**config.mk**
```make
export PLATFORM = sky130hd
export DESIGN_NAME = sd_host_top
export DESIGN_NICKNAME = d
export VERILOG_FILES = /design/src/source/sd_host_pkg.sv /design/src/source/sd_cmd_if.sv /design/src/source/sd_host_top.sv /design/src/source/sd_cmd_serial_host.sv /design/src/source/sd_cmd_master.sv /design/src/source/sd_clock_divider.sv /design/src/source/sd_host_regs.sv
export SDC_FILE = /design/constraint.sdc
export NUM_CORES = 1
export LEC_CHECK = 0
export BUFFER_PORTS_ARGS = -buffer_cell sky130_fd_sc_hd__buf_4
export CORE_UTILIZATION = 55
export DETAILED_ROUTE_END_ITERATION = 6
export PLACE_DENSITY_LB_ADDON = 0.15
export SLEW_MARGIN = 15
export SYNTH_ARGS = -nofsm -noshare
export SYNTH_HDL_FRONTEND = slang
export SYNTH_HIERARCHICAL = 1
export SYNTH_SLANG_ARGS = --single-unit
```
**constraint.sdc**
```tcl
create_clock -name wb_clk_i -period 7.1 [get_ports wb_clk_i]
set_input_delay 0.71 -clock wb_clk_i [delete_from_list [all_inputs] [get_ports wb_clk_i]]
set_output_delay 0.71 -clock wb_clk_i [all_outputs]
set_load 0.005 [all_outputs]
```
**src/source/sd_host_pkg.sv**
```systemverilog
package sd_host_pkg;

    // frame geometry
    localparam int CMD_FRAME_W = 48;
    localparam int ARG_W = 32;
    localparam int CMD_INDEX_W = 6;

    // clocking and response wait
    localparam int DIVISOR_W = 8;
    localparam logic [DIVISOR_W-1:0] DIVISOR_RESET = 8'd4;
    localparam int RESP_TIMEOUT_SD_CLKS = 64;

    localparam int WB_ADDR_W = 3;

    typedef enum logic [WB_ADDR_W-1:0] {
        REG_ARGUMENT      = 3'd0,
        REG_COMMAND       = 3'd1,
        REG_RESPONSE      = 3'd2,
        REG_DIVISOR       = 3'd3,
        REG_INT_STATUS    = 3'd4,
        REG_INT_ENABLE    = 3'd5,
        REG_PRESENT_STATE = 3'd6
    } sd_reg_e;

    // lives in command register bits 7:6
    typedef enum logic [1:0] {
        RESP_NONE  = 2'd0,
        RESP_SHORT = 2'd1
    } sd_resp_e;

    // interrupt status and enable bit positions
    localparam int INT_CMD_COMPLETE = 0;
    localparam int INT_CMD_TIMEOUT = 1;
    localparam int INT_CMD_CRC_ERR = 2;
    localparam int INT_CMD_INDEX_ERR = 3;
    localparam int INT_W = 4;

    // one step of x^7 + x^3 + 1, msb first
    function automatic logic [6:0] crc7_next(input logic [6:0] crc, input logic data_bit);
        logic feedback;
        feedback = crc[6] ^ data_bit;
        return {crc[5:0], 1'b0} ^ {3'b000, feedback, 2'b00, feedback};
    endfunction

endpackage
```
**src/source/sd_cmd_if.sv**
```systemverilog
`timescale 1ns/100ps

interface sd_cmd_if;

    // request, held stable by the master for the whole command
    logic start;
    logic [sd_host_pkg::CMD_INDEX_W-1:0] index;
    logic [sd_host_pkg::ARG_W-1:0] argument;
    sd_host_pkg::sd_resp_e resp_type;

    // result, flags valid while done is high
    logic done;
    logic [sd_host_pkg::ARG_W-1:0] response;
    logic timeout;
    logic crc_err;
    logic index_err;

    modport master (
        output start, index, argument, resp_type,
        input  done, response, timeout, crc_err, index_err
    );

    modport host (
        input  start, index, argument, resp_type,
        output done, response, timeout, crc_err, index_err
    );

endinterface

```
**src/source/sd_host_top.sv**
```systemverilog
`timescale 1ns/100ps

module sd_host_top (
    input  logic                              wb_clk_i,
    input  logic                              rst_i,
    input  logic [sd_host_pkg::WB_ADDR_W-1:0] wb_adr_i,
    input  logic [31:0]                       wb_dat_i,
    output logic [31:0]                       wb_dat_o,
    input  logic                              wb_we_i,
    input  logic                              wb_stb_i,
    input  logic                              wb_cyc_i,
    output logic                              wb_ack_o,
    output logic                              sd_clk_o,
    output logic                              sd_cmd_o,
    output logic                              sd_cmd_oe_o,
    input  logic                              sd_cmd_i,
    output logic                              interrupt_o
);

    logic [sd_host_pkg::DIVISOR_W-1:0] divisor;
    logic sd_clk_rise;

    // register file to command master
    logic cmd_start;
    logic [sd_host_pkg::CMD_INDEX_W-1:0] cmd_index;
    sd_host_pkg::sd_resp_e cmd_resp_type;
    logic [sd_host_pkg::ARG_W-1:0] cmd_argument;

    // command master back to register file
    logic cmd_busy;
    logic [sd_host_pkg::ARG_W-1:0] response;
    logic evt_complete;
    logic evt_timeout;
    logic evt_crc_err;
    logic evt_index_err;

    sd_cmd_if u_cmd_if ();

    sd_host_regs u_sd_host_regs (
        .wb_clk_i        (wb_clk_i),
        .rst_i           (rst_i),
        .wb_adr_i        (wb_adr_i),
        .wb_dat_i        (wb_dat_i),
        .wb_dat_o        (wb_dat_o),
        .wb_we_i         (wb_we_i),
        .wb_stb_i        (wb_stb_i),
        .wb_cyc_i        (wb_cyc_i),
        .wb_ack_o        (wb_ack_o),
        .divisor_o       (divisor),
        .cmd_start_o     (cmd_start),
        .cmd_index_o     (cmd_index),
        .cmd_resp_type_o (cmd_resp_type),
        .cmd_argument_o  (cmd_argument),
        .cmd_busy_i      (cmd_busy),
        .response_i      (response),
        .evt_complete_i  (evt_complete),
        .evt_timeout_i   (evt_timeout),
        .evt_crc_err_i   (evt_crc_err),
        .evt_index_err_i (evt_index_err),
        .interrupt_o     (interrupt_o)
    );

    sd_clock_divider u_sd_clock_divider (
        .wb_clk_i      (wb_clk_i),
        .rst_i         (rst_i),
        .divisor_i     (divisor),
        .sd_clk_o      (sd_clk_o),
        .sd_clk_rise_o (sd_clk_rise)
    );

    sd_cmd_master u_sd_cmd_master (
        .wb_clk_i        (wb_clk_i),
        .rst_i           (rst_i),
        .start_i         (cmd_start),
        .index_i         (cmd_index),
        .resp_type_i     (cmd_resp_type),
        .argument_i      (cmd_argument),
        .busy_o          (cmd_busy),
        .response_o      (response),
        .evt_complete_o  (evt_complete),
        .evt_timeout_o   (evt_timeout),
        .evt_crc_err_o   (evt_crc_err),
        .evt_index_err_o (evt_index_err),
        .cmd             (u_cmd_if.master)
    );

    sd_cmd_serial_host u_sd_cmd_serial_host (
        .wb_clk_i      (wb_clk_i),
        .rst_i         (rst_i),
        .sd_clk_rise_i (sd_clk_rise),
        .sd_cmd_i      (sd_cmd_i),
        .sd_cmd_o      (sd_cmd_o),
        .sd_cmd_oe_o   (sd_cmd_oe_o),
        .cmd           (u_cmd_if.host)
    );

endmodule

```
**src/source/sd_cmd_serial_host.sv**
```systemverilog
`timescale 1ns/100ps

module sd_cmd_serial_host (
    input  logic    wb_clk_i,
    input  logic    rst_i,
    input  logic    sd_clk_rise_i,
    input  logic    sd_cmd_i,
    output logic    sd_cmd_o,
    output logic    sd_cmd_oe_o,
    sd_cmd_if.host  cmd
);

    typedef enum logic [2:0] {
        IDLE,
        SEND,
        WAIT_START,
        RECEIVE,
        FINISH
    } state_e;

    state_e state;
    logic [sd_host_pkg::CMD_FRAME_W-1:0] shift_q;
    logic [6:0] crc;
    logic [5:0] bit_cnt;
    logic [$clog2(sd_host_pkg::RESP_TIMEOUT_SD_CLKS)-1:0] timer;
    logic [sd_host_pkg::CMD_INDEX_W-1:0] index_q;
    sd_host_pkg::sd_resp_e resp_q;
    logic timed_out;
    logic rx_checked;

    always_ff @(posedge wb_clk_i) begin
        if (rst_i) begin
            state <= IDLE;
            sd_cmd_o <= 1'b1;
            sd_cmd_oe_o <= 1'b0;
            bit_cnt <= '0;
            timer <= '0;
            timed_out <= 1'b0;
        end else begin
            case (state)
                IDLE: begin
                    if (cmd.start) begin
                        // start bit, transmit bit, index, argument, room for crc and end
                        shift_q <= {1'b0, 1'b1, cmd.index, cmd.argument, 8'h00};
                        index_q <= cmd.index;
                        resp_q <= cmd.resp_type;
                        crc <= '0;
                        bit_cnt <= '0;
                        timed_out <= 1'b0;
                        state <= SEND;
                    end
                end
                SEND: begin
                    if (sd_clk_rise_i) begin
                        if (int'(bit_cnt) == sd_host_pkg::CMD_FRAME_W) begin
                            // last bit has been seen by the card, release the line
                            sd_cmd_oe_o <= 1'b0;
                            sd_cmd_o <= 1'b1;
                            timer <= '0;
                            state <= (resp_q == sd_host_pkg::RESP_SHORT) ? WAIT_START : FINISH;
                        end else begin
                            sd_cmd_oe_o <= 1'b1;
                            bit_cnt <= bit_cnt + 1'b1;
                            if (int'(bit_cnt) < sd_host_pkg::CMD_FRAME_W - 8) begin
                                sd_cmd_o <= shift_q[sd_host_pkg::CMD_FRAME_W-1];
                                shift_q <= shift_q << 1;
                                crc <= sd_host_pkg::crc7_next(
                                    crc, shift_q[sd_host_pkg::CMD_FRAME_W-1]);
                            end else if (int'(bit_cnt) < sd_host_pkg::CMD_FRAME_W - 1) begin
                                sd_cmd_o <= crc[6];
                                crc <= crc << 1;
                            end else begin
                                sd_cmd_o <= 1'b1;
                            end
                        end
                    end
                end
                WAIT_START: begin
                    if (sd_clk_rise_i) begin
                        if (!sd_cmd_i) begin
                            shift_q <= {shift_q[sd_host_pkg::CMD_FRAME_W-2:0], sd_cmd_i};
                            crc <= sd_host_pkg::crc7_next(7'd0, sd_cmd_i);
                            bit_cnt <= 6'd1;
                            state <= RECEIVE;
                        end else if (int'(timer) == sd_host_pkg::RESP_TIMEOUT_SD_CLKS - 1) begin
                            timed_out <= 1'b1;
                            state <= FINISH;
                        end else begin
                            timer <= timer + 1'b1;
                        end
                    end
                end
                RECEIVE: begin
                    if (sd_clk_rise_i) begin
                        shift_q <= {shift_q[sd_host_pkg::CMD_FRAME_W-2:0], sd_cmd_i};
                        // crc covers the first 40 bits only
                        if (int'(bit_cnt) < sd_host_pkg::CMD_FRAME_W - 8) begin
                            crc <= sd_host_pkg::crc7_next(crc, sd_cmd_i);
                        end
                        bit_cnt <= bit_cnt + 1'b1;
                        if (int'(bit_cnt) == sd_host_pkg::CMD_FRAME_W - 1) begin
                            state <= FINISH;
                        end
                    end
                end
                FINISH: begin
                    state <= IDLE;
                end
                default: begin
                    state <= IDLE;
                end
            endcase
        end
    end

    // checks only apply to a short response that actually arrived
    assign rx_checked = (resp_q == sd_host_pkg::RESP_SHORT) && !timed_out;

    assign cmd.done = (state == FINISH);
    assign cmd.timeout = timed_out;
    assign cmd.response = shift_q[sd_host_pkg::CMD_FRAME_W-9 -: sd_host_pkg::ARG_W];
    assign cmd.crc_err = rx_checked && (shift_q[7:1] != crc);
    assign cmd.index_err = rx_checked &&
        (shift_q[sd_host_pkg::CMD_FRAME_W-3 -: sd_host_pkg::CMD_INDEX_W] != index_q);

endmodule

```
**src/source/sd_cmd_master.sv**
```systemverilog
`timescale 1ns/100ps

module sd_cmd_master (
    input  logic                                wb_clk_i,
    input  logic                                rst_i,
    input  logic                                start_i,
    input  logic [sd_host_pkg::CMD_INDEX_W-1:0] index_i,
    input  sd_host_pkg::sd_resp_e               resp_type_i,
    input  logic [sd_host_pkg::ARG_W-1:0]       argument_i,
    output logic                                busy_o,
    output logic [sd_host_pkg::ARG_W-1:0]       response_o,
    output logic                                evt_complete_o,
    output logic                                evt_timeout_o,
    output logic                                evt_crc_err_o,
    output logic                                evt_index_err_o,
    sd_cmd_if.master                            cmd
);

    logic accept;

    // starts while a command is in flight are dropped
    assign accept = start_i & ~busy_o;

    always_ff @(posedge wb_clk_i) begin
        if (rst_i) begin
            busy_o <= 1'b0;
            cmd.start <= 1'b0;
            evt_complete_o <= 1'b0;
            evt_timeout_o <= 1'b0;
            evt_crc_err_o <= 1'b0;
            evt_index_err_o <= 1'b0;
        end else begin
            cmd.start <= accept;
            evt_complete_o <= cmd.done;
            evt_timeout_o <= cmd.done & cmd.timeout;
            evt_crc_err_o <= cmd.done & cmd.crc_err;
            evt_index_err_o <= cmd.done & cmd.index_err;
            if (accept) begin
                busy_o <= 1'b1;
            end else if (cmd.done) begin
                busy_o <= 1'b0;
            end
        end
    end

    always_ff @(posedge wb_clk_i) begin
        if (accept) begin
            cmd.index <= index_i;
            cmd.resp_type <= resp_type_i;
            cmd.argument <= argument_i;
        end
        // keep the last good response on timeout or no-response commands
        if (cmd.done && !cmd.timeout && cmd.resp_type == sd_host_pkg::RESP_SHORT) begin
            response_o <= cmd.response;
        end
    end

endmodule

```
**src/source/sd_clock_divider.sv**
```systemverilog
`timescale 1ns/100ps

module sd_clock_divider (
    input  logic                              wb_clk_i,
    input  logic                              rst_i,
    input  logic [sd_host_pkg::DIVISOR_W-1:0] divisor_i,
    output logic                              sd_clk_o,
    output logic                              sd_clk_rise_o
);

    logic [sd_host_pkg::DIVISOR_W-1:0] count;
    logic toggle;

    // >= so a smaller divisor written mid-count takes effect at once
    assign toggle = count >= divisor_i;

    always_ff @(posedge wb_clk_i) begin
        if (rst_i) begin
            count <= '0;
            sd_clk_o <= 1'b0;
            sd_clk_rise_o <= 1'b0;
        end else begin
            // strobe lines up with the cycle in which sd_clk_o is first high
            sd_clk_rise_o <= toggle & ~sd_clk_o;
            if (toggle) begin
                count <= '0;
                sd_clk_o <= ~sd_clk_o;
            end else begin
                count <= count + 1'b1;
            end
        end
    end

endmodule

```
**src/source/sd_host_regs.sv**
```systemverilog
`timescale 1ns/100ps

module sd_host_regs (
    input  logic                                 wb_clk_i,
    input  logic                                 rst_i,
    input  logic [sd_host_pkg::WB_ADDR_W-1:0]    wb_adr_i,
    input  logic [31:0]                          wb_dat_i,
    output logic [31:0]                          wb_dat_o,
    input  logic                                 wb_we_i,
    input  logic                                 wb_stb_i,
    input  logic                                 wb_cyc_i,
    output logic                                 wb_ack_o,
    output logic [sd_host_pkg::DIVISOR_W-1:0]    divisor_o,
    output logic                                 cmd_start_o,
    output logic [sd_host_pkg::CMD_INDEX_W-1:0]  cmd_index_o,
    output sd_host_pkg::sd_resp_e                cmd_resp_type_o,
    output logic [sd_host_pkg::ARG_W-1:0]        cmd_argument_o,
    input  logic                                 cmd_busy_i,
    input  logic [sd_host_pkg::ARG_W-1:0]        response_i,
    input  logic                                 evt_complete_i,
    input  logic                                 evt_timeout_i,
    input  logic                                 evt_crc_err_i,
    input  logic                                 evt_index_err_i,
    output logic                                 interrupt_o
);

    sd_host_pkg::sd_reg_e addr;
    logic req;
    logic wr_en;
    logic [31:0] rd_data;
    logic [sd_host_pkg::INT_W-1:0] int_status;
    logic [sd_host_pkg::INT_W-1:0] int_enable;
    logic [sd_host_pkg::INT_W-1:0] int_events;
    logic [sd_host_pkg::INT_W-1:0] int_clear;

    assign addr = sd_host_pkg::sd_reg_e'(wb_adr_i);

    // one access per request, no wait states
    assign req = wb_cyc_i & wb_stb_i & ~wb_ack_o;
    assign wr_en = req & wb_we_i;

    always_comb begin
        int_events = '0;
        int_events[sd_host_pkg::INT_CMD_COMPLETE] = evt_complete_i;
        int_events[sd_host_pkg::INT_CMD_TIMEOUT] = evt_timeout_i;
        int_events[sd_host_pkg::INT_CMD_CRC_ERR] = evt_crc_err_i;
        int_events[sd_host_pkg::INT_CMD_INDEX_ERR] = evt_index_err_i;
    end

    // write-one-to-clear
    assign int_clear = (wr_en && addr == sd_host_pkg::REG_INT_STATUS) ?
                       wb_dat_i[sd_host_pkg::INT_W-1:0] : '0;

    always_comb begin
        rd_data = '0;
        case (addr)
            sd_host_pkg::REG_ARGUMENT:      rd_data = cmd_argument_o;
            sd_host_pkg::REG_COMMAND:       rd_data[7:0] = {cmd_resp_type_o, cmd_index_o};
            sd_host_pkg::REG_RESPONSE:      rd_data = response_i;
            sd_host_pkg::REG_DIVISOR:       rd_data[sd_host_pkg::DIVISOR_W-1:0] = divisor_o;
            sd_host_pkg::REG_INT_STATUS:    rd_data[sd_host_pkg::INT_W-1:0] = int_status;
            sd_host_pkg::REG_INT_ENABLE:    rd_data[sd_host_pkg::INT_W-1:0] = int_enable;
            // bit 0 is command inhibit
            sd_host_pkg::REG_PRESENT_STATE: rd_data[0] = cmd_busy_i;
            default:                        rd_data = '0;
        endcase
    end

    always_ff @(posedge wb_clk_i) begin
        if (rst_i) begin
            wb_ack_o <= 1'b0;
            cmd_start_o <= 1'b0;
            divisor_o <= sd_host_pkg::DIVISOR_RESET;
            int_status <= '0;
            int_enable <= '0;
        end else begin
            wb_ack_o <= req;
            cmd_start_o <= wr_en && addr == sd_host_pkg::REG_COMMAND;
            // a new event wins over a clear in the same cycle
            int_status <= (int_status & ~int_clear) | int_events;
            if (wr_en && addr == sd_host_pkg::REG_DIVISOR) begin
                divisor_o <= wb_dat_i[sd_host_pkg::DIVISOR_W-1:0];
            end
            if (wr_en && addr == sd_host_pkg::REG_INT_ENABLE) begin
                int_enable <= wb_dat_i[sd_host_pkg::INT_W-1:0];
            end
        end
    end

    always_ff @(posedge wb_clk_i) begin
        if (req) begin
            wb_dat_o <= rd_data;
        end
        if (wr_en && addr == sd_host_pkg::REG_ARGUMENT) begin
            cmd_argument_o <= wb_dat_i;
        end
        if (wr_en && addr == sd_host_pkg::REG_COMMAND) begin
            cmd_index_o <= wb_dat_i[sd_host_pkg::CMD_INDEX_W-1:0];
            cmd_resp_type_o <= sd_host_pkg::sd_resp_e'(
                wb_dat_i[sd_host_pkg::CMD_INDEX_W+1:sd_host_pkg::CMD_INDEX_W]);
        end
    end

    assign interrupt_o = |(int_status & int_enable);

endmodule

```
==> results of run 1 <==
-- state kept, by name, summed over array words and instances, names as in the netlist, 2 cells and up --
name,flops
u_sd_cmd_master/cmd.resp_type,2
u_sd_cmd_serial_host/resp_q,2
u_sd_host_regs/divisor_o,8
u_sd_cmd_master/cmd.index,6
u_sd_clock_divider/count,8
u_sd_cmd_serial_host/crc,7
u_sd_cmd_serial_host/index_q,6
u_sd_cmd_serial_host/timer,6
u_sd_host_regs/cmd_index_o,6
u_sd_cmd_master/response_o,32
u_sd_cmd_serial_host/state,3
u_sd_host_regs/int_status,4
u_sd_cmd_master/cmd.argument,32
u_sd_cmd_serial_host/shift_q,48
u_sd_host_regs/cmd_resp_type_o,2
u_sd_cmd_serial_host/bit_cnt,6
u_sd_host_regs/int_enable,4
u_sd_host_regs/wb_dat_o,32
u_sd_host_regs/cmd_argument_o,32
-- layout by cell type, fill, tap and decap left out, types with 3 or more instances in the layout --
master,count
sky130_fd_sc_hd__buf_4,81
sky130_fd_sc_hd__dfxtp_1,52
sky130_fd_sc_hd__o21ai_0,16
sky130_fd_sc_hd__clkbuf_16,27
sky130_fd_sc_hd__a22o_1,24
sky130_fd_sc_hd__edfxtp_1,207
sky130_fd_sc_hd__o31ai_1,3
sky130_fd_sc_hd__nand4b_1,3
sky130_fd_sc_hd__a21o_1,5
sky130_fd_sc_hd__nand2_1,134
sky130_fd_sc_hd__nor2b_1,8
sky130_fd_sc_hd__a21oi_1,19
sky130_fd_sc_hd__nand2b_1,24
sky130_fd_sc_hd__a211oi_1,5
sky130_fd_sc_hd__nor2_1,29
sky130_fd_sc_hd__nor3_1,13
sky130_fd_sc_hd__mux2i_1,14
sky130_fd_sc_hd__mux4_2,3
sky130_fd_sc_hd__nand3b_1,4
sky130_fd_sc_hd__a211o_1,3
sky130_fd_sc_hd__mux2_2,4
sky130_fd_sc_hd__clkbuf_1,6
sky130_fd_sc_hd__nor4_1,4
sky130_fd_sc_hd__a22oi_1,4
sky130_fd_sc_hd__and4b_1,5
sky130_fd_sc_hd__nand4_1,7
sky130_fd_sc_hd__xnor2_1,11
sky130_fd_sc_hd__a31oi_1,4
sky130_fd_sc_hd__inv_1,14
sky130_fd_sc_hd__clkinv_2,10
sky130_fd_sc_hd__xor2_1,11
sky130_fd_sc_hd__and2_1,19
sky130_fd_sc_hd__ha_1,12
sky130_fd_sc_hd__nor3b_1,6
sky130_fd_sc_hd__nand3_1,13
-- per-stage QoR --
stage | setup WS [ps] | power (mW) | area (um^2) | hold WS, ps
global route | 4440 | 3.17 | 11900 | 317
detailed placement | 4130 | 1.78 | 11100 | 432
global placement | 4190 | 1.77 | 11100 | 431
CTS | 4660 | 3.10 | 11900 | 317
finish | 4670 | 3.07 | 11900 | 339
floorplan | 3430 | 1.73 | 10600 | 417
-- cell families after synthesis --
kind of cell	share of synthesized area (%)
simple gates	14.0
flops	68.5
compound gates	7.05
buf+inv	4.59
xor+xnor	1.82
mux	2.63
fa+ha+maj	1.42
-- how the worst min path moves through the flow --
stage	cells after the start	start	end	slack, ps
after floorplan	0	u_sd_host_regs/cmd_resp_type_o[1]	u_sd_cmd_master/cmd.resp_type[1]	420
after global placement	0	u_sd_cmd_serial_host/shift_q[23]	u_sd_cmd_master/response_o[15]	430
after detailed placement	0	u_sd_host_regs/cmd_argument_o[4]	u_sd_cmd_master/cmd.argument[4]	430
after CTS	1	wb_dat_i[31]	u_sd_host_regs/cmd_argument_o[31]	320
after global routing	1	wb_dat_i[31]	u_sd_host_regs/cmd_argument_o[31]	320
final	1	wb_dat_i[31]	u_sd_host_regs/cmd_argument_o[31]	340
-- area by class of cell --
class	count	area share, %
Multi-Input combinational cell	451	24.1
Tap cell	234	2.45
Timing Repair Buffer	82	5.22
Clock buffer	34	5.96
Clock inverter	16	1.04
Inverter	15	0.471
Sequential cell	259	60.8
-- cell usage after synthesis (3+ instances only) --
cell type / n / area (um^2)
sky130_fd_sc_hd__nand3_1: 13 / 65.1
sky130_fd_sc_hd__o31ai_1: 3 / 22.5
sky130_fd_sc_hd__ha_1: 12 / 150
sky130_fd_sc_hd__nand4b_1: 3 / 26.3
sky130_fd_sc_hd__o21ai_0: 16 / 80.1
sky130_fd_sc_hd__a31oi_1: 4 / 25.0
sky130_fd_sc_hd__nand3b_1: 4 / 30.0
sky130_fd_sc_hd__xor2_1: 11 / 96.3
sky130_fd_sc_hd__edfxtp_1: 207 / 6220
sky130_fd_sc_hd__a21oi_1: 19 / 95.1
sky130_fd_sc_hd__a22oi_1: 4 / 30.0
sky130_fd_sc_hd__nand2_1: 134 / 503
sky130_fd_sc_hd__nor3b_1: 6 / 45.0
sky130_fd_sc_hd__and4b_1: 5 / 50.1
sky130_fd_sc_hd__nand4_1: 7 / 43.8
sky130_fd_sc_hd__clkbuf_1: 14 / 52.6
sky130_fd_sc_hd__nand2b_1: 24 / 150
sky130_fd_sc_hd__buf_6: 8 / 90.1
sky130_fd_sc_hd__mux2_2: 4 / 45.0
sky130_fd_sc_hd__inv_1: 14 / 52.6
sky130_fd_sc_hd__buf_4: 37 / 278
sky130_fd_sc_hd__nor4_1: 4 / 25.0
sky130_fd_sc_hd__a211o_1: 3 / 26.3
sky130_fd_sc_hd__a22o_1: 24 / 210
sky130_fd_sc_hd__dfxtp_1: 52 / 1040
sky130_fd_sc_hd__nor2_1: 32 / 120
sky130_fd_sc_hd__xnor2_1: 11 / 96.3
sky130_fd_sc_hd__mux2i_1: 14 / 140
sky130_fd_sc_hd__a211oi_1: 5 / 37.5
sky130_fd_sc_hd__mux4_2: 3 / 67.6
sky130_fd_sc_hd__and2_1: 19 / 119
sky130_fd_sc_hd__nor3_1: 14 / 70.1
sky130_fd_sc_hd__nor2b_1: 8 / 50.1
sky130_fd_sc_hd__a21o_1: 5 / 37.5
-- where the power goes --
| part | switching (mW) | internal (mW) |
|---|---|---|
| registers | 0.00821 | 1.64 |
| logic | 0.0511 | 0.0456 |
| clock network | 0.572 | 0.752 |
-- routing by layer --
layer	vias to the layer above	GRT usage, %
li1	2941	-
met1	3080	30.0
met2	156	33.8
met3	25	3.29
met4	0	6.01
met5	-	0
==> results.yml, run 1 <==
status:
  status: "finished clean"
critical_path:
  critical_path.max_stage_delay_ps: 520
  ff2ff_setup_slack_ps: 4670
  critical_path.endpoint: "u_sd_cmd_serial_host/shift_q[14]"
  critical_path_peak_fanout: 48
  critical_path.startpoint: "u_sd_cmd_serial_host/state[0]"
  critical_path_buf_inv_count: 1
  timing.critical_path.depth: 5
  worst-endpoint-required_ps: 7260
  end_kind: "register"
  worst_path_dominant_cell_family: "simple AND/OR/NAND/NOR gates"
  worst_r2r_path_depth: 5
  worst_r2r_startpoint: "u_sd_cmd_serial_host/state[0]"
  crit_slowest_cell: "sky130_fd_sc_hd__buf_4"
  worstPathCellList: "nor2_1 -> nand2_1 -> a211o_1 -> nor2_4 -> buf_4"
  critical_setup_path_kind: "reg -> reg"
  crit-reg2reg-capture: "u_sd_cmd_serial_host/shift_q[14]"
  setup_crit_start_kind: "register"
  worstPathArrival_ps: 2590
synthesis:
  syn_nets: 839
  netlist_instances: 786
  synthesis.area_per_instance_um2: 13.5
  synth-seq-area-share_pct: 68.5
  yosysWarnings: 6
  asyncSetResetFlopFracSynth_pct: 0
  mappedNetlistArea_um2: 10600
  synth_cell_types: 68
  postSynthRegisterBits: 259
  synth_enable_flop_cells: 207
  synth_ff_type: "sky130_fd_sc_hd__edfxtp_1"
sta:
  report.final.hold_viol_count: 0
  post_layout_minimum_cycle_time_ps: 2430
  period_share_pct: 34.3
  final_setup_fails: 0
  unrepaired_setup_endpoints_after_global_routing: "no"
  tightest_slew_ps: 1110
  final.setup_skew_ps: 21.7
  relSlewSlack_pct: 25.5
  finalSetupTns_ps: 0
  fmaxAchievable_mhz: 411
  report.final.slew_viol_count: 0
clock_network:
  clk_path_buf_depth: 3
  cts.root.buffer_cell: "sky130_fd_sc_hd__clkbuf_16"
  postCtsHoldBufs: 0
  tritoncts: "built"
  cts_buffers: 27
  postCtsSetupRepairBufs: 0
  clock_transition_at_the_register_clock_pins_on_the_worst_setup_and_hold_paths_after_cts_ps: 60
  cts_sinks: 259
  clk_latency_ps: 540
  htree_num_levels: 1
  post_cts_resized: 0
layout:
  layout.cells.non_filler: 1091
  area_occupied_by_multi_input_gates_um2: 2880
  post-route-util_pct: 63.6
  n_antenna_cell: 0
  register_area_um2: 7260
  num-nets-final: 889
  share_of_cells_above_drive_strength_1_pct: 17.6
  fillers: 1419
  area.growth.synth_to_final_pct: 12.7
floorplan:
  design.die.area_um2: 19800
  initial_core_util_pct: 56.5
  die_h_um: 141
  row_count: 50
  boundaryPins: 78
  coreArea_um2: 18800
  floorplan.die.width_um: 141
drt:
  drt_pass1_iterations: 5
  initialDrtViolationCount: 427
  met3_wl_mm: 1.02
  metal2_wl_mm: 9.89
  vias: 6202
  highest_layer: "met4"
  detail_route.wirelength.met1_mm: 9.31
  avgViaCountPerCell: 5.68
  wl_cell_um: 18.8
  detail-route-antenna-nets: 0
  post-route-drc-count: 0
  routed_wirelength_mm: 20.5
placement:
  hpwlAfterDp_mm: 13.0
  placedCellCount: 1040
  routabilityCongestion: 0.833
  place.port_buffers: 77
grt:
  pin_count_of_the_biggest_net_entering_global_routing: 54
  first_global_vias: 6060
  global_route_wire_length_before_repair_mm: 32.6
  overflow: 0
  initial_antenna_violation_count: 0
  globalRouteTotalUtil_pct: 21.1
power:
  static-leakage-power_nw: 4.38
  vdd_ir_drop_max_mv: 0.177
  power_per_cell_area_nw_per_um2: 257
worst_hold_path:
  timing.hold.worst.class: "in -> reg"
flow_run:
  timing.max_cap.violations: 0
Note: power is estimated with default switching activity, not from simulation.
==> inputs of run 2 (changes only) <==
- clock period: 7.1 -> 2.27 ns (I/O delays scaled with it)
==> results.yml, run 2 (same netlist as run 1, synthesis figures left out) <==
status:
  status: "finished clean"
critical_path:
  crit-reg2reg-capture: "u_sd_cmd_serial_host/timer[3]"
  worst_r2r_startpoint: "u_sd_cmd_serial_host/state[1]"
  worst_r2r_path_depth: 6
  worst-endpoint-required_ps: 2730
  critical_setup_path_kind: "reg -> reg"
  end_kind: "register"
  worstPathCellList: "buf_4 -> nand2b_1 -> nor3b_1 -> nand4b_1 -> o31ai_1 -> a21o_1"
  critical_path.max_stage_delay_ps: 470
  critical_path_peak_fanout: 9
  ff2ff_setup_slack_ps: 200
  worstPathArrival_ps: 2520
  setup_crit_start_kind: "register"
  critical_path_buf_inv_count: 1
  worst_path_dominant_cell_family: "simple AND/OR/NAND/NOR gates"
  crit_slowest_cell: "sky130_fd_sc_hd__dfxtp_1"
sta:
  timing.final.ws_setup_ps: 205
  tightest_slew_ps: 829
  relSlewSlack_pct: 44.7
  finalHoldWorstSlack_ps: 37.1
  finalSetupTns_ps: 0
  unrepaired_setup_endpoints_after_global_routing: "no"
  final_setup_fails: 0
  fmaxAchievable_mhz: 484
  report.final.hold_viol_count: 0
  report.final.slew_viol_count: 0
  post_layout_minimum_cycle_time_ps: 2070
  period_share_pct: 91.0
  final.setup_skew_ps: 15.9
placement:
  placedCellCount: 1056
  hpwlAfterDp_mm: 13.6
  routabilityCongestion: 0.901
  place_ws_ps: 274
  place.port_buffers: 77
clock_network:
  postCtsSetupRepairBufs: 0
  clk_path_buf_depth: 3
  clock_transition_at_the_register_clock_pins_on_the_worst_setup_and_hold_paths_after_cts_ps: 60
  post_cts_resized: 0
  cts.root.buffer_cell: "sky130_fd_sc_hd__clkbuf_16"
  postCtsHoldBufs: 32
  clk_latency_ps: 520
  cts_sinks: 259
  tritoncts: "built"
  cts_buffers: 27
  htree_num_levels: 1
worst_hold_path:
  timing.hold.worst.class: "in -> reg"
  holdPathStages: 3
  min-delay-start: "wb_stb_i"
  hold-path-endpoint: "u_sd_host_regs/wb_ack_o"
power:
  vdd_ir_drop_max_mv: 0.616
  internal-power_mw: 7.83
  p_clk_share_pct: 43.7
  combinationalPowerShare_pct: 3.6
  p_switching_mw: 1.95
  p_sw_share_pct: 19.9
  p_seq_share_pct: 52.7
  power_per_cell_area_nw_per_um2: 785
  static-leakage-power_nw: 4.62
drt:
  detail-route-antenna-nets: 0
  vias: 6423
  routed_wirelength_mm: 21.0
  initialDrtViolationCount: 458
  wl_cell_um: 18.5
  avgViaCountPerCell: 5.65
  post-route-drc-count: 0
  drt_pass1_iterations: 5
layout:
  num-nets-final: 936
  max_ffs_per_register: 48
  mostFrequentLayoutCells: "207 x sky130_fd_sc_hd__edfxtp_1, 134 x sky130_fd_sc_hd__nand2_1, 92 x sky130_fd_sc_hd__buf_4"
  layout.cells.non_filler: 1137
  registers.top_by_ff_count: "u_sd_cmd_serial_host/shift_q"
  n_antenna_cell: 0
  area.growth.synth_to_final_pct: 17.5
  most_frequent_standard_cell_in_the_layout_excluding_fill_and_tap_cells: "sky130_fd_sc_hd__edfxtp_1"
  share_of_cells_above_drive_strength_1_pct: 18.4
grt:
  initial_antenna_violation_count: 0
  global_route_wire_length_before_repair_mm: 32.9
  overflow: 0
  globalRouteTotalUtil_pct: 21.4
  pin_count_of_the_biggest_net_entering_global_routing: 47
  first_global_vias: 6330
flow_run:
  timing.max_cap.violations: 0
floorplan:
  coreArea_um2: 18800
  boundaryPins: 78
  initial_core_util_pct: 56.5
  row_count: 50
  floorplan.die.width_um: 141
  die_h_um: 141
  design.die.area_um2: 19800
==> run 2: changes by cell type in the layout (fill, tap and decap cells not counted), moves of 2 or more <==
cell	change
sky130_fd_sc_hd__clkbuf_8	+2
sky130_fd_sc_hd__clkinv_2	-2
sky130_fd_sc_hd__buf_4	+11
sky130_fd_sc_hd__dlygate4sd3_1	+32
sky130_fd_sc_hd__buf_12	+5
==> run 2: through the flow <==
| step | power (mW) | cell area [um^2] | utilization [%] |
|---|---|---|---|
| 2_1_floorplan | 5.41 | 10600 | - |
| 3_3_place_gp | 5.55 | 11300 | 60.1 |
| 3_5_place_dp | 5.56 | 11300 | 60.1 |
| 4_1_cts | 9.85 | 12500 | 66.4 |
| 5_1_grt | 10.1 | 12500 | 66.4 |
| 6_report | 9.78 | 12500 | 66.4 |
==> run 2: layout make-up <==
type	instances	area, um^2
Sequential cell	259	7260
Clock buffer	35	736
Timing Repair Buffer	129	1110
Inverter	15	56.3
Fill cell	1330	6310
Tap cell	234	293
Clock inverter	14	131
Multi-Input combinational cell	451	2870
==> run 2: worst max path at each step <==
stage	to	startpoint	depth (start not counted)	slack (ps)
floorplan	u_sd_cmd_serial_host/shift_q[0]	u_sd_cmd_serial_host/state[0]	4	60
global placement	u_sd_cmd_serial_host/bit_cnt[5]	u_sd_cmd_serial_host/bit_cnt[3]	5	330
detailed placement	u_sd_cmd_serial_host/bit_cnt[5]	u_sd_cmd_serial_host/bit_cnt[3]	5	270
CTS	u_sd_cmd_serial_host/timer[3]	u_sd_cmd_serial_host/state[1]	6	240
global route	u_sd_cmd_serial_host/timer[3]	u_sd_cmd_serial_host/state[1]	6	30
finish	u_sd_cmd_serial_host/timer[3]	u_sd_cmd_serial_host/state[1]	6	200
==> run 2: power by group through the flow <==
stage | Sequential (mW) | Combinational, mW | Clock (mW)
after floorplan | 5.25 | 0.164 | 0
after global routing | 5.15 | 0.384 | 4.52
after CTS | 5.15 | 0.355 | 4.34
after global placement | 5.25 | 0.301 | 0
final | 5.15 | 0.355 | 4.27
after detailed placement | 5.25 | 0.309 | 0
==> run 2: metal layers <==
metal  track usage, %  wire length (um)  share of wire (%)
met1             28.5              9150                 44
met3             3.43              1180                5.6
met4             6.35               545                2.6
met2             36.3             10100                 48
met5                0                 0                  0
==> run 2: worst reg2reg max path, cell delays in order (launching register included) <==
cell	delay [ps]
sky130_fd_sc_hd__dfxtp_1	470
sky130_fd_sc_hd__buf_4	200
sky130_fd_sc_hd__nand2b_1	110
sky130_fd_sc_hd__nor3b_1	470
sky130_fd_sc_hd__nand4b_1	320
sky130_fd_sc_hd__o31ai_1	340
sky130_fd_sc_hd__a21o_1	110
==> inputs of run 3 (changes only) <==
- CELL_PAD_IN_SITES_DETAIL_PLACEMENT: default -> 1
- CELL_PAD_IN_SITES_GLOBAL_PLACEMENT: default -> 1
- CORE_ASPECT_RATIO: default -> 2
- CORE_UTILIZATION: 55 -> 50
- SLEW_MARGIN: 15 -> default
==> results.yml, run 3 (same netlist as run 1, synthesis figures left out) <==
clock_network:
  tritoncts: "built"
  cts_sinks: 259
  htree_num_levels: 1
  cts_buffers: 23
  clock_transition_at_the_register_clock_pins_on_the_worst_setup_and_hold_paths_after_cts_ps: 70
  cts.root.buffer_cell: "sky130_fd_sc_hd__clkbuf_16"
  post_cts_resized: 0
  clk_path_buf_depth: 3
  clk_latency_ps: 530
  postCtsHoldBufs: 32
  postCtsSetupRepairBufs: 0
sta:
  period_share_pct: 92.6
  finalHoldWorstSlack_ps: 63.3
  finalSetupTns_ps: 0
  tightest_slew_ps: 625
  fmaxAchievable_mhz: 476
  final_setup_fails: 0
  relSlewSlack_pct: 58.0
  report.final.slew_viol_count: 0
  unrepaired_setup_endpoints_after_global_routing: "no"
  report.final.hold_viol_count: 0
  post_layout_minimum_cycle_time_ps: 2100
  final.setup_skew_ps: 23.6
floorplan:
  design.die.area_um2: 21800
  row_count: 75
  initial_core_util_pct: 50.9
  die_h_um: 208
  coreArea_um2: 20800
  boundaryPins: 78
  floorplan.die.width_um: 105
grt:
  initial_antenna_violation_count: 0
  overflow: 0
  global_route_wire_length_before_repair_mm: 41.1
  pin_count_of_the_biggest_net_entering_global_routing: 49
  first_global_vias: 7416
  globalRouteTotalUtil_pct: 24.9
critical_path:
  critical_path.startpoint: "u_sd_cmd_serial_host/state[0]"
  ff2ff_setup_slack_ps: 170
  timing.critical_path.depth: 5
  worst-endpoint-required_ps: 2460
  critical_path_peak_fanout: 48
  critical_path_buf_inv_count: 1
  critical_path.max_stage_delay_ps: 390
  worst_r2r_path_depth: 5
  setup_crit_start_kind: "register"
  critical_path.endpoint: "u_sd_cmd_serial_host/shift_q[40]"
  crit_slowest_cell: "sky130_fd_sc_hd__a211o_1"
  critical_setup_path_kind: "reg -> reg"
  worst_path_dominant_cell_family: "simple AND/OR/NAND/NOR gates"
  worstPathArrival_ps: 2290
  worstPathCellList: "nor2_1 -> nand2_1 -> a211o_1 -> nor2_4 -> buf_12"
  end_kind: "register"
  worst_r2r_startpoint: "u_sd_cmd_serial_host/state[0]"
  crit-reg2reg-capture: "u_sd_cmd_serial_host/shift_q[40]"
layout:
  num-nets-final: 934
  mostFrequentLayoutCells: "207 x sky130_fd_sc_hd__edfxtp_1, 134 x sky130_fd_sc_hd__nand2_1, 95 x sky130_fd_sc_hd__buf_4"
  max_ffs_per_register: 48
  area.growth.synth_to_final_pct: 17.0
  registers.top_by_ff_count: "u_sd_cmd_serial_host/shift_q"
  share_of_cells_above_drive_strength_1_pct: 17.7
  n_antenna_cell: 0
  most_frequent_standard_cell_in_the_layout_excluding_fill_and_tap_cells: "sky130_fd_sc_hd__edfxtp_1"
power:
  static-leakage-power_nw: 4.57
  combinationalPowerShare_pct: 3.9
  p_clk_share_pct: 42.3
  internal-power_mw: 7.62
  vdd_ir_drop_max_mv: 0.615
  p_sw_share_pct: 20.4
  p_seq_share_pct: 53.7
  p_switching_mw: 1.96
  power_per_cell_area_nw_per_um2: 772
drt:
  wl_cell_um: 22.6
  routed_wirelength_mm: 26.3
  avgViaCountPerCell: 5.61
  initialDrtViolationCount: 341
  drt_pass1_iterations: 4
  detail-route-antenna-nets: 0
  vias: 6550
  post-route-drc-count: 0
flow_run:
  timing.max_cap.violations: 0
placement:
  place.port_buffers: 77
  routabilityCongestion: 0.844
  hpwlAfterDp_mm: 17.3
status:
  status: "finished clean"
worst_hold_path:
  timing.hold.worst.class: "in -> reg"
[run 3: cell count changes in the layout (fill, tap and decap cells not counted), sizes merged]
cell / before / now
bufinv: 2 / 3
clkinv: 9 / 8
inv: 17 / 16
clkbuf: 35 / 30
clkinvlp: 1 / 0
buf: 97 / 99
[run 3: final cells by class]
class,instances,area [um^2]
clock buffer,30,633
clock inverter,12,135
fill,2019,8430
inverter,15,56.3
multi-input combinational,451,2870
sequential,259,7260
tap,269,337
timing repair buffer,131,1110
[run 3: metrics by stage]
step	utilization, %	cells	instance area, um^2	power (mW)	setup slack, ps
finish	59.5	1167	12400	9.58	167
global route	59.5	1167	12400	9.83	62.3
CTS	59.5	1167	12400	9.63	185
detailed placement	54.3	1093	11300	5.58	221
global placement	54.3	1093	11300	5.56	309
floorplan	-	786	10600	5.41	55.7
[run 3: per-layer routing]
metal,vias up,global-route usage [%],routed length (um)
li1,3020,-,-
met3,45,2.32,746
met4,0,8.64,781
met1,3334,25.4,9170
met2,151,51.0,15600
met5,-,0,0
[run 3: power groups by stage]
stage | Sequential [mW] | Combinational [mW] | Clock, mW
after floorplan | 5.25 | 0.164 | 0
after global placement | 5.25 | 0.313 | 0
after detailed placement | 5.25 | 0.329 | 0
after CTS | 5.15 | 0.376 | 4.10
after global routing | 5.15 | 0.401 | 4.27
final | 5.15 | 0.376 | 4.06
[run 3: worst min path at each step]
stage	end	startpoint	cells past startpoint
floorplan	u_sd_cmd_master/busy_o	rst_i	1
global placement	u_sd_host_regs/cmd_argument_o[27]	wb_dat_i[27]	1
detailed placement	u_sd_host_regs/cmd_argument_o[9]	wb_dat_i[9]	1
CTS	u_sd_host_regs/wb_ack_o	wb_stb_i	3
global route	u_sd_cmd_serial_host/state[0]	rst_i	2
finish	u_sd_host_regs/wb_ack_o	wb_stb_i	3
[run 3: worst min-delay path, stage by stage]
cell                      delay (ps)
sky130_fd_sc_hd__buf_4           120
sky130_fd_sc_hd__nand2_1         120
sky130_fd_sc_hd__nor3_1           70
